File: config.mk
export PLATFORM = sky130hd
export DESIGN_NAME = huff_encoder_top
export DESIGN_NICKNAME = d
export VERILOG_FILES = /design/src/logic/huff_data_pkg.sv /design/src/logic/huff_ctrl_pkg.sv /design/src/logic/huff_phase_ctrl.sv /design/src/logic/huff_histogram.sv /design/src/logic/huff_tree_builder.sv /design/src/logic/huff_codebook.sv /design/src/logic/huff_encoder_top.sv
export VERILOG_INCLUDE_DIRS = /design/src /design/src/logic
export SDC_FILE = /design/constraint.sdc
export NUM_CORES = 1
export LEC_CHECK = 0
export ABC_CLOCK_PERIOD_IN_PS = 5900
export BUFFER_PORTS_ARGS = -buffer_cell sky130_fd_sc_hd__buf_2
export CORE_MARGIN = 2
export CORE_UTILIZATION = 35
export CTS_CLUSTER_DIAMETER = 200
export DETAILED_ROUTE_END_ITERATION = 12
export GPL_ROUTABILITY_DRIVEN = 0
export PLACE_DENSITY = 0.49
export SETUP_SLACK_MARGIN = 0.5
export SYNTH_ARGS = -nofsm -noshare
export SYNTH_HDL_FRONTEND = slang
export SYNTH_HIERARCHICAL = 1
export SYNTH_SLANG_ARGS = --single-unit
File: constraint.sdc
create_clock -name clk -period 5.9 [get_ports clk]
set_clock_uncertainty 0.1 [all_clocks]
set_input_delay 0.59 -clock clk [delete_from_list [all_inputs] [get_ports clk]]
set_output_delay 0.59 -clock clk [all_outputs]
set_load 0.01 [all_outputs]
File: src/logic/huff_defines.svh
`ifndef HUFF_DEFINES_SVH
`define HUFF_DEFINES_SVH

// alphabet of 3-bit symbols
`define HUFF_SYMS 8
`define HUFF_SYM_W 3

// histogram counts and tree weights, saturating
`define HUFF_CNT_W 8

// code length field, zero marks an absent symbol
`define HUFF_LEN_W 3

// longest code an 8-symbol tree can produce
`define HUFF_MAX_LEN 7

// credits handed to the source when a block opens
`define HUFF_CREDITS 4

`endif

File: src/logic/huff_data_pkg.sv
`include "huff_defines.svh"

package huff_data_pkg;

    // one input symbol
    typedef logic [`HUFF_SYM_W-1:0] sym_t;

    // occurrence count or merged weight
    typedef logic [`HUFF_CNT_W-1:0] count_t;

    // code length, 0 when the symbol never occurred
    typedef logic [`HUFF_LEN_W-1:0] len_t;

    // canonical code, right-aligned in the field
    typedef logic [`HUFF_MAX_LEN-1:0] code_t;

    // input beat from the upstream source
    // last flags the final symbol of a block
    typedef struct packed {
        logic valid;
        sym_t sym;
        logic last;
    } sym_beat_t;

    // one row of the readable code table
    typedef struct packed {
        len_t  len;
        code_t code;
    } code_entry_t;

    // per-symbol arrays passed between the phase units
    // histogram -> tree builder
    typedef count_t [`HUFF_SYMS-1:0] count_arr_t;

    // tree builder -> codebook
    typedef len_t [`HUFF_SYMS-1:0] len_arr_t;

endpackage

File: src/logic/huff_ctrl_pkg.sv
package huff_ctrl_pkg;

    // controller phases
    // translation and serial phases are not part of this design
    typedef enum logic [2:0] {
        IDLE  = 3'd0,
        HISTO = 3'd1,
        TREE  = 3'd2,
        CBS   = 3'd3,
        DONE  = 3'd4
    } phase_t;

    // finish flags, one per phase, msb first
    // each flag is a level held until its start drops
    typedef struct packed {
        logic idle_fin;
        logic histo_fin;
        logic tree_fin;
        logic cbs_fin;
    } fin_t;

    // start levels, high for the whole phase
    typedef struct packed {
        logic histo;
        logic tree;
        logic cbs;
    } start_t;

endpackage

File: src/logic/huff_phase_ctrl.sv
module huff_phase_ctrl (
    input  logic                  clk,
    input  logic                  rst,
    input  logic                  start,
    input  logic                  restart,
    input  huff_ctrl_pkg::fin_t   fin,
    output huff_ctrl_pkg::start_t starts,
    output huff_ctrl_pkg::phase_t phase,
    output logic                  done
);

    // registered finish patterns that move the phase forward
    localparam huff_ctrl_pkg::fin_t FIN_IDLE  = 4'b1000;
    localparam huff_ctrl_pkg::fin_t FIN_HISTO = 4'b0100;
    localparam huff_ctrl_pkg::fin_t FIN_TREE  = 4'b0010;
    localparam huff_ctrl_pkg::fin_t FIN_CBS   = 4'b0001;

    huff_ctrl_pkg::fin_t   fin_reg;
    huff_ctrl_pkg::phase_t phase_next;

    always_ff @(posedge clk or posedge rst) begin
        if (rst) begin
            fin_reg <= '0;
            phase   <= huff_ctrl_pkg::IDLE;
            done    <= 1'b0;
        end else begin
            // start only counts while idle
            fin_reg.idle_fin  <= start && (phase == huff_ctrl_pkg::IDLE);
            fin_reg.histo_fin <= fin.histo_fin;
            fin_reg.tree_fin  <= fin.tree_fin;
            fin_reg.cbs_fin   <= fin.cbs_fin;
            phase             <= phase_next;
            // done tracks the DONE phase cycle for cycle
            done              <= (phase_next == huff_ctrl_pkg::DONE);
        end
    end

    // decode the registered flags
    // a flag only advances the phase that owns it, so a flag still
    // falling after restart cannot pull the phase forward again
    always_comb begin
        phase_next = phase;
        case (fin_reg)
            FIN_IDLE: begin
                if (phase == huff_ctrl_pkg::IDLE) begin
                    phase_next = huff_ctrl_pkg::HISTO;
                end
            end
            FIN_HISTO: begin
                if (phase == huff_ctrl_pkg::HISTO) begin
                    phase_next = huff_ctrl_pkg::TREE;
                end
            end
            FIN_TREE: begin
                if (phase == huff_ctrl_pkg::TREE) begin
                    phase_next = huff_ctrl_pkg::CBS;
                end
            end
            FIN_CBS: begin
                if (phase == huff_ctrl_pkg::CBS) begin
                    phase_next = huff_ctrl_pkg::DONE;
                end
            end
            default: begin
                phase_next = phase;
            end
        endcase
        // restart wins from any phase
        if (restart) begin
            phase_next = huff_ctrl_pkg::IDLE;
        end
    end

    // start levels straight from the phase register
    assign starts.histo = (phase == huff_ctrl_pkg::HISTO);
    assign starts.tree  = (phase == huff_ctrl_pkg::TREE);
    assign starts.cbs   = (phase == huff_ctrl_pkg::CBS);

    // the tree phase sits between counting and code assignment
    // so no tree or codebook finish may reach us while counting
    a_no_histo_to_cbs: assert property (
        @(posedge clk) disable iff (rst)
        phase == huff_ctrl_pkg::HISTO |-> !fin_reg.tree_fin && !fin_reg.cbs_fin
    );

endmodule

File: src/logic/huff_histogram.sv
`include "huff_defines.svh"

module huff_histogram (
    input  logic                      clk,
    input  logic                      rst,
    input  logic                      go,
    input  huff_data_pkg::sym_beat_t  beat,
    output logic                      credit,
    output huff_data_pkg::count_arr_t counts,
    output logic                      fin
);

    localparam int CRW = $clog2(`HUFF_CREDITS + 1);

    logic           go_d;
    logic           go_rise;
    logic           got_last;
    logic           spend;
    logic           accept;
    logic           issue;
    logic [CRW-1:0] owed;
    logic [CRW-1:0] owed_next;
    logic [CRW-1:0] outst;

    assign go_rise = go && !go_d;
    // every valid beat uses up one source credit
    assign spend   = go && beat.valid;
    // beats after last are dropped
    assign accept  = spend && !got_last && !go_rise;

    // credits still owed to the source
    // opening load plus one per consumed beat, one pulse per cycle
    always_comb begin
        if (go_rise) begin
            issue     = 1'b1;
            owed_next = CRW'(`HUFF_CREDITS - 1);
        end else begin
            issue     = go && ((owed != '0) || accept);
            owed_next = owed + CRW'(accept) - CRW'(issue);
        end
    end

    always_ff @(posedge clk or posedge rst) begin
        if (rst) begin
            go_d     <= 1'b0;
            got_last <= 1'b0;
            owed     <= '0;
            outst    <= '0;
            credit   <= 1'b0;
            fin      <= 1'b0;
        end else begin
            go_d   <= go;
            owed   <= owed_next;
            credit <= issue;
            if (go_rise) begin
                got_last <= 1'b0;
                outst    <= '0;
            end else begin
                if (accept && beat.last) begin
                    got_last <= 1'b1;
                end
                // credits held by the source right now
                outst <= outst + CRW'(credit) - CRW'(spend);
            end
            // finished once last is in and every credit has gone back
            fin <= go && !go_rise && (got_last || (accept && beat.last))
                   && (owed_next == '0);
        end
    end

    // count table, cleared as a block opens
    always_ff @(posedge clk) begin
        if (go_rise) begin
            counts <= '0;
        end else if (accept && (counts[beat.sym] != '1)) begin
            counts[beat.sym] <= counts[beat.sym] + 1'b1;
        end
    end

    // a beat needs a credit the source already holds or sees this cycle
    a_beat_has_credit: assert property (
        @(posedge clk) disable iff (rst)
        go && beat.valid |-> (outst != '0) || credit
    );

endmodule

File: src/logic/huff_tree_builder.sv
`include "huff_defines.svh"

module huff_tree_builder (
    input  logic                      clk,
    input  logic                      rst,
    input  logic                      go,
    input  huff_data_pkg::count_arr_t counts,
    output huff_data_pkg::len_arr_t   lens,
    output logic                      fin
);

    typedef enum logic [1:0] {
        INIT,
        SCAN,
        MERGE,
        FIN
    } tree_state_t;

    localparam huff_data_pkg::sym_t SYM_LAST = huff_data_pkg::sym_t'(`HUFF_SYMS - 1);

    tree_state_t                          state;
    huff_data_pkg::sym_t                  idx;
    huff_data_pkg::count_arr_t            weight;
    logic [`HUFF_SYMS-1:0]                live;
    // group key of each symbol, the symbol index of the group head
    huff_data_pkg::sym_t [`HUFF_SYMS-1:0] grp;

    // lowest (a) and second lowest (b) groups seen so far
    huff_data_pkg::sym_t   a_idx;
    huff_data_pkg::sym_t   b_idx;
    huff_data_pkg::count_t a_w;
    huff_data_pkg::count_t b_w;
    logic                  a_ok;
    logic                  b_ok;
    huff_data_pkg::sym_t   na_idx;
    huff_data_pkg::sym_t   nb_idx;
    huff_data_pkg::count_t na_w;
    huff_data_pkg::count_t nb_w;
    logic                  na_ok;
    logic                  nb_ok;

    huff_data_pkg::sym_t   lo_idx;
    huff_data_pkg::sym_t   hi_idx;
    logic [`HUFF_CNT_W:0]  sum;
    huff_data_pkg::count_t merged_w;

    // fold the group at idx into the running pair
    // strict compare keeps the lower index on ties
    always_comb begin
        na_idx = a_idx;
        na_w   = a_w;
        na_ok  = a_ok;
        nb_idx = b_idx;
        nb_w   = b_w;
        nb_ok  = b_ok;
        if (live[idx]) begin
            if (!a_ok || (weight[idx] < a_w)) begin
                nb_idx = a_idx;
                nb_w   = a_w;
                nb_ok  = a_ok;
                na_idx = idx;
                na_w   = weight[idx];
                na_ok  = 1'b1;
            end else if (!b_ok || (weight[idx] < b_w)) begin
                nb_idx = idx;
                nb_w   = weight[idx];
                nb_ok  = 1'b1;
            end
        end
    end

    // survivor is the lower index of the pair
    assign lo_idx   = (a_idx < b_idx) ? a_idx : b_idx;
    assign hi_idx   = (a_idx < b_idx) ? b_idx : a_idx;
    assign sum      = {1'b0, a_w} + {1'b0, b_w};
    assign merged_w = sum[`HUFF_CNT_W] ? '1 : sum[`HUFF_CNT_W-1:0];

    always_ff @(posedge clk or posedge rst) begin
        if (rst) begin
            state <= INIT;
            idx   <= '0;
            a_ok  <= 1'b0;
            b_ok  <= 1'b0;
        end else if (!go) begin
            state <= INIT;
        end else begin
            case (state)
                INIT: begin
                    state <= SCAN;
                    idx   <= '0;
                    a_ok  <= 1'b0;
                    b_ok  <= 1'b0;
                end
                SCAN: begin
                    a_ok <= na_ok;
                    b_ok <= nb_ok;
                    idx  <= idx + 1'b1;
                    // one group left ends the tree
                    if (idx == SYM_LAST) begin
                        state <= nb_ok ? MERGE : FIN;
                    end
                end
                MERGE: begin
                    state <= SCAN;
                    idx   <= '0;
                    a_ok  <= 1'b0;
                    b_ok  <= 1'b0;
                end
                default: begin
                    state <= FIN;
                end
            endcase
        end
    end

    always_ff @(posedge clk) begin
        case (state)
            INIT: begin
                // every occurring symbol starts as its own group
                // lens hold while idle, the codebook still reads them
                if (go) begin
                    for (int j = 0; j < `HUFF_SYMS; j++) begin
                        weight[j] <= counts[j];
                        live[j]   <= (counts[j] != '0);
                        grp[j]    <= huff_data_pkg::sym_t'(j);
                        lens[j]   <= '0;
                    end
                end
            end
            SCAN: begin
                a_idx <= na_idx;
                a_w   <= na_w;
                b_idx <= nb_idx;
                b_w   <= nb_w;
                // lone symbol never merged, still needs a 1-bit code
                if ((idx == SYM_LAST) && !nb_ok && na_ok && (lens[na_idx] == '0)) begin
                    lens[na_idx] <= huff_data_pkg::len_t'(1);
                end
            end
            MERGE: begin
                weight[lo_idx] <= merged_w;
                live[hi_idx]   <= 1'b0;
                // members of both groups sink one level
                for (int j = 0; j < `HUFF_SYMS; j++) begin
                    if ((grp[j] == a_idx) || (grp[j] == b_idx)) begin
                        grp[j] <= lo_idx;
                        if (lens[j] != '1) begin
                            lens[j] <= lens[j] + 1'b1;
                        end
                    end
                end
            end
            default: begin
            end
        endcase
    end

    assign fin = (state == FIN);

endmodule

File: src/logic/huff_codebook.sv
`include "huff_defines.svh"

module huff_codebook (
    input  logic                        clk,
    input  logic                        rst,
    input  logic                        go,
    input  huff_data_pkg::len_arr_t     lens,
    input  huff_data_pkg::sym_t         rd_addr,
    output huff_data_pkg::code_entry_t  rd_entry,
    output logic                        fin
);

    typedef enum logic [1:0] {
        CB_IDLE,
        CB_RUN,
        CB_FIN
    } cb_state_t;

    localparam huff_data_pkg::sym_t SYM_LAST = huff_data_pkg::sym_t'(`HUFF_SYMS - 1);
    localparam huff_data_pkg::len_t LEN_LAST = huff_data_pkg::len_t'(`HUFF_MAX_LEN);

    cb_state_t                                   state;
    huff_data_pkg::len_t                         cur_len;
    huff_data_pkg::sym_t                         cur_sym;
    huff_data_pkg::code_t                        code_val;
    huff_data_pkg::code_t                        code_inc;
    logic                                        hit;
    huff_data_pkg::code_entry_t [`HUFF_SYMS-1:0] tbl;

    // candidate takes the running code when its length matches
    assign hit      = (lens[cur_sym] == cur_len);
    assign code_inc = hit ? code_val + 1'b1 : code_val;

    always_ff @(posedge clk or posedge rst) begin
        if (rst) begin
            state    <= CB_IDLE;
            cur_len  <= '0;
            cur_sym  <= '0;
            code_val <= '0;
        end else if (!go) begin
            state <= CB_IDLE;
        end else begin
            case (state)
                CB_IDLE: begin
                    state    <= CB_RUN;
                    cur_len  <= huff_data_pkg::len_t'(1);
                    cur_sym  <= '0;
                    code_val <= '0;
                end
                CB_RUN: begin
                    cur_sym <= cur_sym + 1'b1;
                    if (cur_sym == SYM_LAST) begin
                        if (cur_len == LEN_LAST) begin
                            state <= CB_FIN;
                        end else begin
                            // next length, code grows by one bit
                            cur_len  <= cur_len + 1'b1;
                            code_val <= code_inc << 1;
                        end
                    end else begin
                        code_val <= code_inc;
                    end
                end
                default: begin
                    state <= CB_FIN;
                end
            endcase
        end
    end

    // code table
    // cleared on entry so absent symbols read as zero
    always_ff @(posedge clk) begin
        if (go && (state == CB_IDLE)) begin
            tbl <= '0;
        end else if ((state == CB_RUN) && hit) begin
            tbl[cur_sym].len  <= cur_len;
            tbl[cur_sym].code <= code_val;
        end
    end

    // read port, one cycle behind the address
    always_ff @(posedge clk) begin
        rd_entry <= tbl[rd_addr];
    end

    assign fin = (state == CB_FIN);

endmodule

File: src/logic/huff_encoder_top.sv
module huff_encoder_top (
    input  logic                       clk,
    input  logic                       rst,
    input  logic                       start,
    input  logic                       restart,
    input  huff_data_pkg::sym_beat_t   beat,
    input  huff_data_pkg::sym_t        rd_addr,
    output logic                       credit,
    output huff_data_pkg::code_entry_t rd_entry,
    output logic                       done,
    output huff_ctrl_pkg::phase_t      phase
);

    huff_ctrl_pkg::fin_t       unit_fin;
    huff_ctrl_pkg::start_t     starts;
    huff_data_pkg::count_arr_t counts;
    huff_data_pkg::len_arr_t   lens;
    logic                      histo_fin;
    logic                      tree_fin;
    logic                      cbs_fin;

    // idle_fin is built from start inside the controller
    assign unit_fin = '{idle_fin: 1'b0, histo_fin: histo_fin,
                        tree_fin: tree_fin, cbs_fin: cbs_fin};

    huff_phase_ctrl ctrl_i (
        .clk     (clk),
        .rst     (rst),
        .start   (start),
        .restart (restart),
        .fin     (unit_fin),
        .starts  (starts),
        .phase   (phase),
        .done    (done)
    );

    huff_histogram histo_i (
        .clk    (clk),
        .rst    (rst),
        .go     (starts.histo),
        .beat   (beat),
        .credit (credit),
        .counts (counts),
        .fin    (histo_fin)
    );

    huff_tree_builder tree_i (
        .clk    (clk),
        .rst    (rst),
        .go     (starts.tree),
        .counts (counts),
        .lens   (lens),
        .fin    (tree_fin)
    );

    huff_codebook cbs_i (
        .clk      (clk),
        .rst      (rst),
        .go       (starts.cbs),
        .lens     (lens),
        .rd_addr  (rd_addr),
        .rd_entry (rd_entry),
        .fin      (cbs_fin)
    );

endmodule

## Word-level counts from Yosys, hierarchy flattened

Cells that the tools add are included.

- Logic and storage cells: 367
- Flip-flop bits (word level): 333
- Input port bits: 12
- Output and inout port bits: 15

- Add/subtract/negate cells: 16
- Bitwise logic cells: 5
- Equal/unequal tests: 67
- Order comparisons: 15
- Reduce and logical (&&, ||, !) cells: 85
- Muxes and demuxes: 104

Operators with widths:

| cell | number |
|---|---|
| $bwmux W80 | 2 |
| $bwmux W64 | 2 |
| $pmux W64 S2 | 1 |
| $mux W3 | 41 |
| $mux W24 | 3 |
| $pmux W24 S3 | 1 |
| $mux W64 | 1 |
| $mux W8 | 8 |
| $reduce_bool A8 Y1 | 8 |
| $demux W10 S3 | 2 |
| $eq A3 B3 Y1 | 17 |
| $bmux W8 S3 | 2 |
| $demux W8 S3 | 2 |
| $pmux W24 S2 | 1 |
| $reduce_and A5 Y1 | 8 |
| $ne A2 B1 Y1 const B | 19 |
| $ne A3 B3 Y1 const B | 12 |
| $add A3 B1 Y3 const B | 11 |
| $reduce_and A3 Y1 | 11 |
| $bmux W10 S3 | 1 |
| $lt A3 B4 Y1 const B | 7 |
| $mux W7 | 4 |
| $logic_and A1 B1 Y1 | 21 |
| $mux W10 | 2 |
| 46 further kinds | 105 |

## Depth between registers and ports, before layout

- Depth after elaboration: 14
- Mapped depth: 17
- Gate-level depth less buffers: 14

## By module

The synthesis kept the hierarchy.

Modules (own cells, without submodules):

| module | seq. area each (µm²) | times used | area an instance (µm²) | cells an instance |
|---|---|---|---|---|
| huff_tree_builder | 4439.3 | 1 | 9197.6 | 811 |
| huff_codebook | 2177.1 | 1 | 4849.7 | 451 |
| huff_histogram | 1456.4 | 1 | 3445.8 | 320 |
| huff_phase_ctrl | 200.2 | 1 | 365.4 | 32 |
| huff_encoder_top | 0.0 | 1 | 3.8 | 1 |

## Worst setup path after synthesis

OpenSTA, ideal clock, no wires.

- Path type: reg2reg
- Start: register tree_i.idx[0]
- End: register tree_i/lens[0] (netlist name), enable pin
- Stages on the path, launching flop included: 17
- Library setup time: 0.355 ns
- Data required time: 5.445 ns
- Slack: 0.552 ns
- Data arrival time: 4.892 ns
- Path through: dfrtp_1 -> clkbuf_1 -> buf_1 -> mux4_2 -> mux2_2 -> ha_1 -> and2_1 -> or4b_1 -> o21bai_4 -> a211o_1 -> buf_6 -> a2bb2oi_4 -> inv_4 -> buf_6 -> a31oi_4 -> nand3_1 -> o31ai_1

RTL lines:

| element | line | source |
|---|---|---|
| from (decl) | huff_tree_builder.sv:22 | `huff_data_pkg::sym_t idx;` |
| from (signal assigned) | huff_tree_builder.sv:97 | `idx <= idx + 1'b1;` |
| $bmux W8 S3 | huff_tree_builder.sv:57 | `if (!a_ok \|\| (weight[idx] < a_w)) begin` |
| $mux W8 (implied by the code) | huff_tree_builder.sv:57 |  |
| $lt A8 B8 Y1 | huff_tree_builder.sv:57 |  |
| $logic_or A1 B1 Y1 | huff_tree_builder.sv:57 |  |
| $mux W3 | huff_tree_builder.sv:57 |  |
| $mux W3 (*) | huff_tree_builder.sv:56 | `if (live[idx]) begin` |
| net tree_i.na_idx[0] | huff_tree_builder.sv:35 | `huff_data_pkg::sym_t na_idx;` |
| $bmux W3 S3 (*) | huff_tree_builder.sv:136 | `if ((idx == SYM_LAST) && !nb_ok && na_ok && (lens[na_idx] == '0)) begin` |
| $mux W3 (implied by the code) (*) | huff_tree_builder.sv:136 |  |
| $logic_not A3 Y1 (*) | huff_tree_builder.sv:136 |  |
| $logic_and A1 B1 Y1 (*) | huff_tree_builder.sv:136 |  |
| $ne A2 B1 Y1 (no line) (*) | n/a |  |
| $reduce_and A5 Y1 (no line) (*) | n/a |  |
| to (signal, indexed assignment) | huff_tree_builder.sv:137 | `lens[na_idx] <= huff_data_pkg::len_t'(1);` |
| to (signal, indexed assignment) | huff_tree_builder.sv:148 | `lens[j] <= lens[j] + 1'b1;` |
| to (decl) | huff_tree_builder.sv:8 | `output huff_data_pkg::len_arr_t lens,` |

The timed path passes the listed nets; every way through them passes the cells marked *. The select of a mux whose other input is x is not followed.
A chain may end at the register's enable or synchronous reset.

## Worst setup path after layout

- Start: register tree_i.idx[1]
- End: register tree_i/lens[8] (netlist name), enable pin

- Cells in the longest elaborated chain, start to end: 13

Ends and longest elaborated chain:

| element | line |
|---|---|
| branches (longest 10 deep; another with $lt A8 B8 Y1) | n/a |
| $logic_and A1 B1 Y1 (*) | huff_tree_builder.sv:136 |
| $ne A2 B1 Y1 (no line) (*) | n/a |
| $reduce_and A5 Y1 (no line) (*) | n/a |

Mark *: on every way between the ends. The select of a mux whose other input is x is not followed.

==> summary.txt <==
Status
  – Status: completed

Worst setup path
  – CP endpoint kind: flip-flop
  – R2R cell count: 12
  – CP Max Fanout: 15
  – Setup crit start: tree_i/idx[1]
  – Critical path data required time: about 6 ns
  – Reg2Reg Launch Point: tree_i/idx[1]
  – Setup CP Type: flip-flop to flip-flop
  – Crit path to: tree_i/lens[8]
  – Critical Path AT: roughly 5.3 ns
  – Worst R2R Setup Slack: 0.72 ns
  – Reg2reg end: tree_i/lens[8]
  – Startpoint Class: flip-flop

Global route
  – Initial antenna violation count: 0
  – Largest net degree at the start of global routing: 68
  – Total Routing Usage GR: 0.189
  – Wire length of the first global-routing pass: around 77000 um
  – Vias in the first global route: between 10000 and 15000
  – Grt total ovfl: 0

Die
  – # rows: just over 80
  – Initial Util: 0.355
  – Die Area: 0.0528 mm2
  – Core box area: between 0.05 and 0.06 mm2
  – Die height: 230 um
  – Die X: roughly 230 um
  – Number of I/O pins: 27

Clock tree
  – Clk Tree Root Cell: clkbuf_16
  – Clock transition at path regs: ~0.060 ns
  – Number of buffers created by CTS: just over 40
  – # clock sinks: roughly 330
  – H-tree levels: 2
  – CTS Buffer Depth: 3
  – CTS tree: built
  – Clk Latency, worst-skew pair: 0.59 ns

Cells and area
  – Largest regs: cbs_i/tbl (80), histo_i/counts (64), tree_i/weight (64)
  – Area Overhead vs Synth: 11.5%
  – Share of cells above drive strength 1: 0.150
  – N_diodes: 0
  – Max reg flops: 80
  – Nets@finish: 1673
  – Top reg by flops: cbs_i/tbl

Route
  – Wirelength, routed: 50100 um
  – Mean routed wirelength per cell: between 20 and 25 um
  – Final antenna-violating net count: 0
  – Met3 WL post-DR: 2240 um
  – 1st-pass router iterations: 5
  – Drt first-iter violations: 866
  – Vias: around 13000
  – Vias per cell: 5.43
  – Met2 wire len: between 20000 and 25000 um
  – Top sig layer: met4
  – DRC: 0
  – DRT met1 WL: ~22000 um

Timing
  – Slew Viols, Final: 0
  – Setup TNS: 0 ns
  – Post-route setup slack: around 0.72 ns
  – RSZ-0062 raised after global routing: false
  – Post-route minimum period: around 5.2 ns
  – Endpoints failing setup: 0
  – Peak Freq: a little under 0.2 GHz
  – Final Hold Fails: 0
  – Worst-Margin Slew: between 1 and 1.5 ns
  – Slew HR: 0.152
  – Crit share post-route: 0.877

Flow run
  – Max-cap violations: 0

Power and ir drop
  – VDD IR-drop max: ~0.20 mV
  – PwrDens: 255 mW/mm2
  – Leakage power: about 7.6 nW

Logic synthesis
  – YS warnings: 6
  – Mean area per synthesized cell: between 10 and 15 um2
  – Mapped Cells: between 1500 and 2000
  – Syn nets: approximately 1700
  – Mapped cell area: 0.0179 mm2

Hold path
  – Hold Path Origin: restart
  – Worst min-delay path class: primary input to flip-flop

Placement
  – Detailed Place HPWL: roughly 35000 um
  – IO buf count: 26
  – Place WS: around 0.61 ns
cells in the final DEF, fill, tap and decap left out, types with 8 or more instances in the layout:
cell type / count
o2bb2ai_1: 20
edfxtp_1: 142
a32oi_1: 17
mux2_2: 39
a21oi_1: 47
and3_1: 8
clkbuf_1: 12
nand4_1: 18
a2111oi_4: 9
dfxtp_1: 154
nand2b_1: 23
nor3_1: 26
nand3_1: 27
o21ai_0: 33
xnor2_1: 36
a311oi_1: 8
nor2b_1: 29
mux2i_1: 163
and2_1: 11
xor2_1: 31
dfrtp_1: 36
o21ai_1: 9
a211oi_1: 9
mux4_2: 45
clkinv_2: 8
nor2_1: 167
o31ai_2: 8
o22ai_1: 53
nand2_1: 73
buf_4: 21
ha_1: 55
inv_1: 91
clkbuf_16: 42
buf_2: 26
through the flow:
step / hold slack (ns) / std cells / power [mW] / utilization / cell area (um2)
6_report: 0.0832 / 2307 / 5.08 / 0.396 / 19900
4_1_cts: 0.0512 / 2307 / 5.15 / 0.395 / 19900
3_5_place_dp: 0.243 / 2231 / 2.67 / 0.369 / 18500
2_1_floorplan: 0.231 / 1614 / 2.61 / - / 17900
3_3_place_gp: 0.234 / 2231 / 2.66 / 0.369 / 18500
5_1_grt: 0.0731 / 2307 / 5.26 / 0.396 / 19900
power breakdown:
group | total [mW] | switching, mW | internal [mW]
Clock | 2.46 | 1.04 | 1.42
Sequential | 2.43 | 0.0198 | 2.41
Combinational | 0.190 | 0.118 | 0.0715
Total | 5.08 | 1.18 | 3.90
final cells by class:
type	instances	area [um2]
Sequential cell	333	8270
Multi-Input combinational cell	1085	8830
Fill cell	4953	30400
Clock buffer	61	1190
Clock inverter	14	126
Inverter	94	355
Tap cell	672	841
Timing Repair Buffer	48	298
what timing repair did:
action,4_1_cts,5_1_grt
setup buffers,0,0
endpoints found under the hold margin,22,0
resized for setup,0,9
hold buffers,1,0
endpoints found under the setup margin,0,24
how the worst min path moves through the flow:
stage,to,slack [ns],depth (start not counted)
2_1_floorplan,ctrl_i/fin_reg[2],0.23,0
3_3_place_gp,ctrl_i/fin_reg[2],0.23,0
3_5_place_dp,ctrl_i/fin_reg[2],0.24,0
4_1_cts,ctrl_i/phase[0],0.05,2
5_1_grt,ctrl_i/phase[1],0.07,2
6_report,ctrl_i/phase[0],0.08,2
critical path, stage by stage, from the launching register on:
cell       delay [ns]
dfrtp_1          0.80
mux4_2           0.41
mux2_2           0.32
ha_1             0.30
and2_1           0.17
or4b_1           0.48
o21bai_4         0.20
a211o_1          0.49
a2bb2oi_2        0.38
inv_1            0.26
nand2_1          0.19
o221ai_2         0.31
o31ai_2          0.44
metal layers:
| layer | up-vias | track usage |
|---|---|---|
| li1 | 5906 | - |
| met4 | 0 | 0.0536 |
| met3 | 83 | 0.0310 |
| met2 | 304 | 0.325 |
| met5 | - | 0 |
| met1 | 6236 | 0.245 |
(Power assumes the default switching activity.)
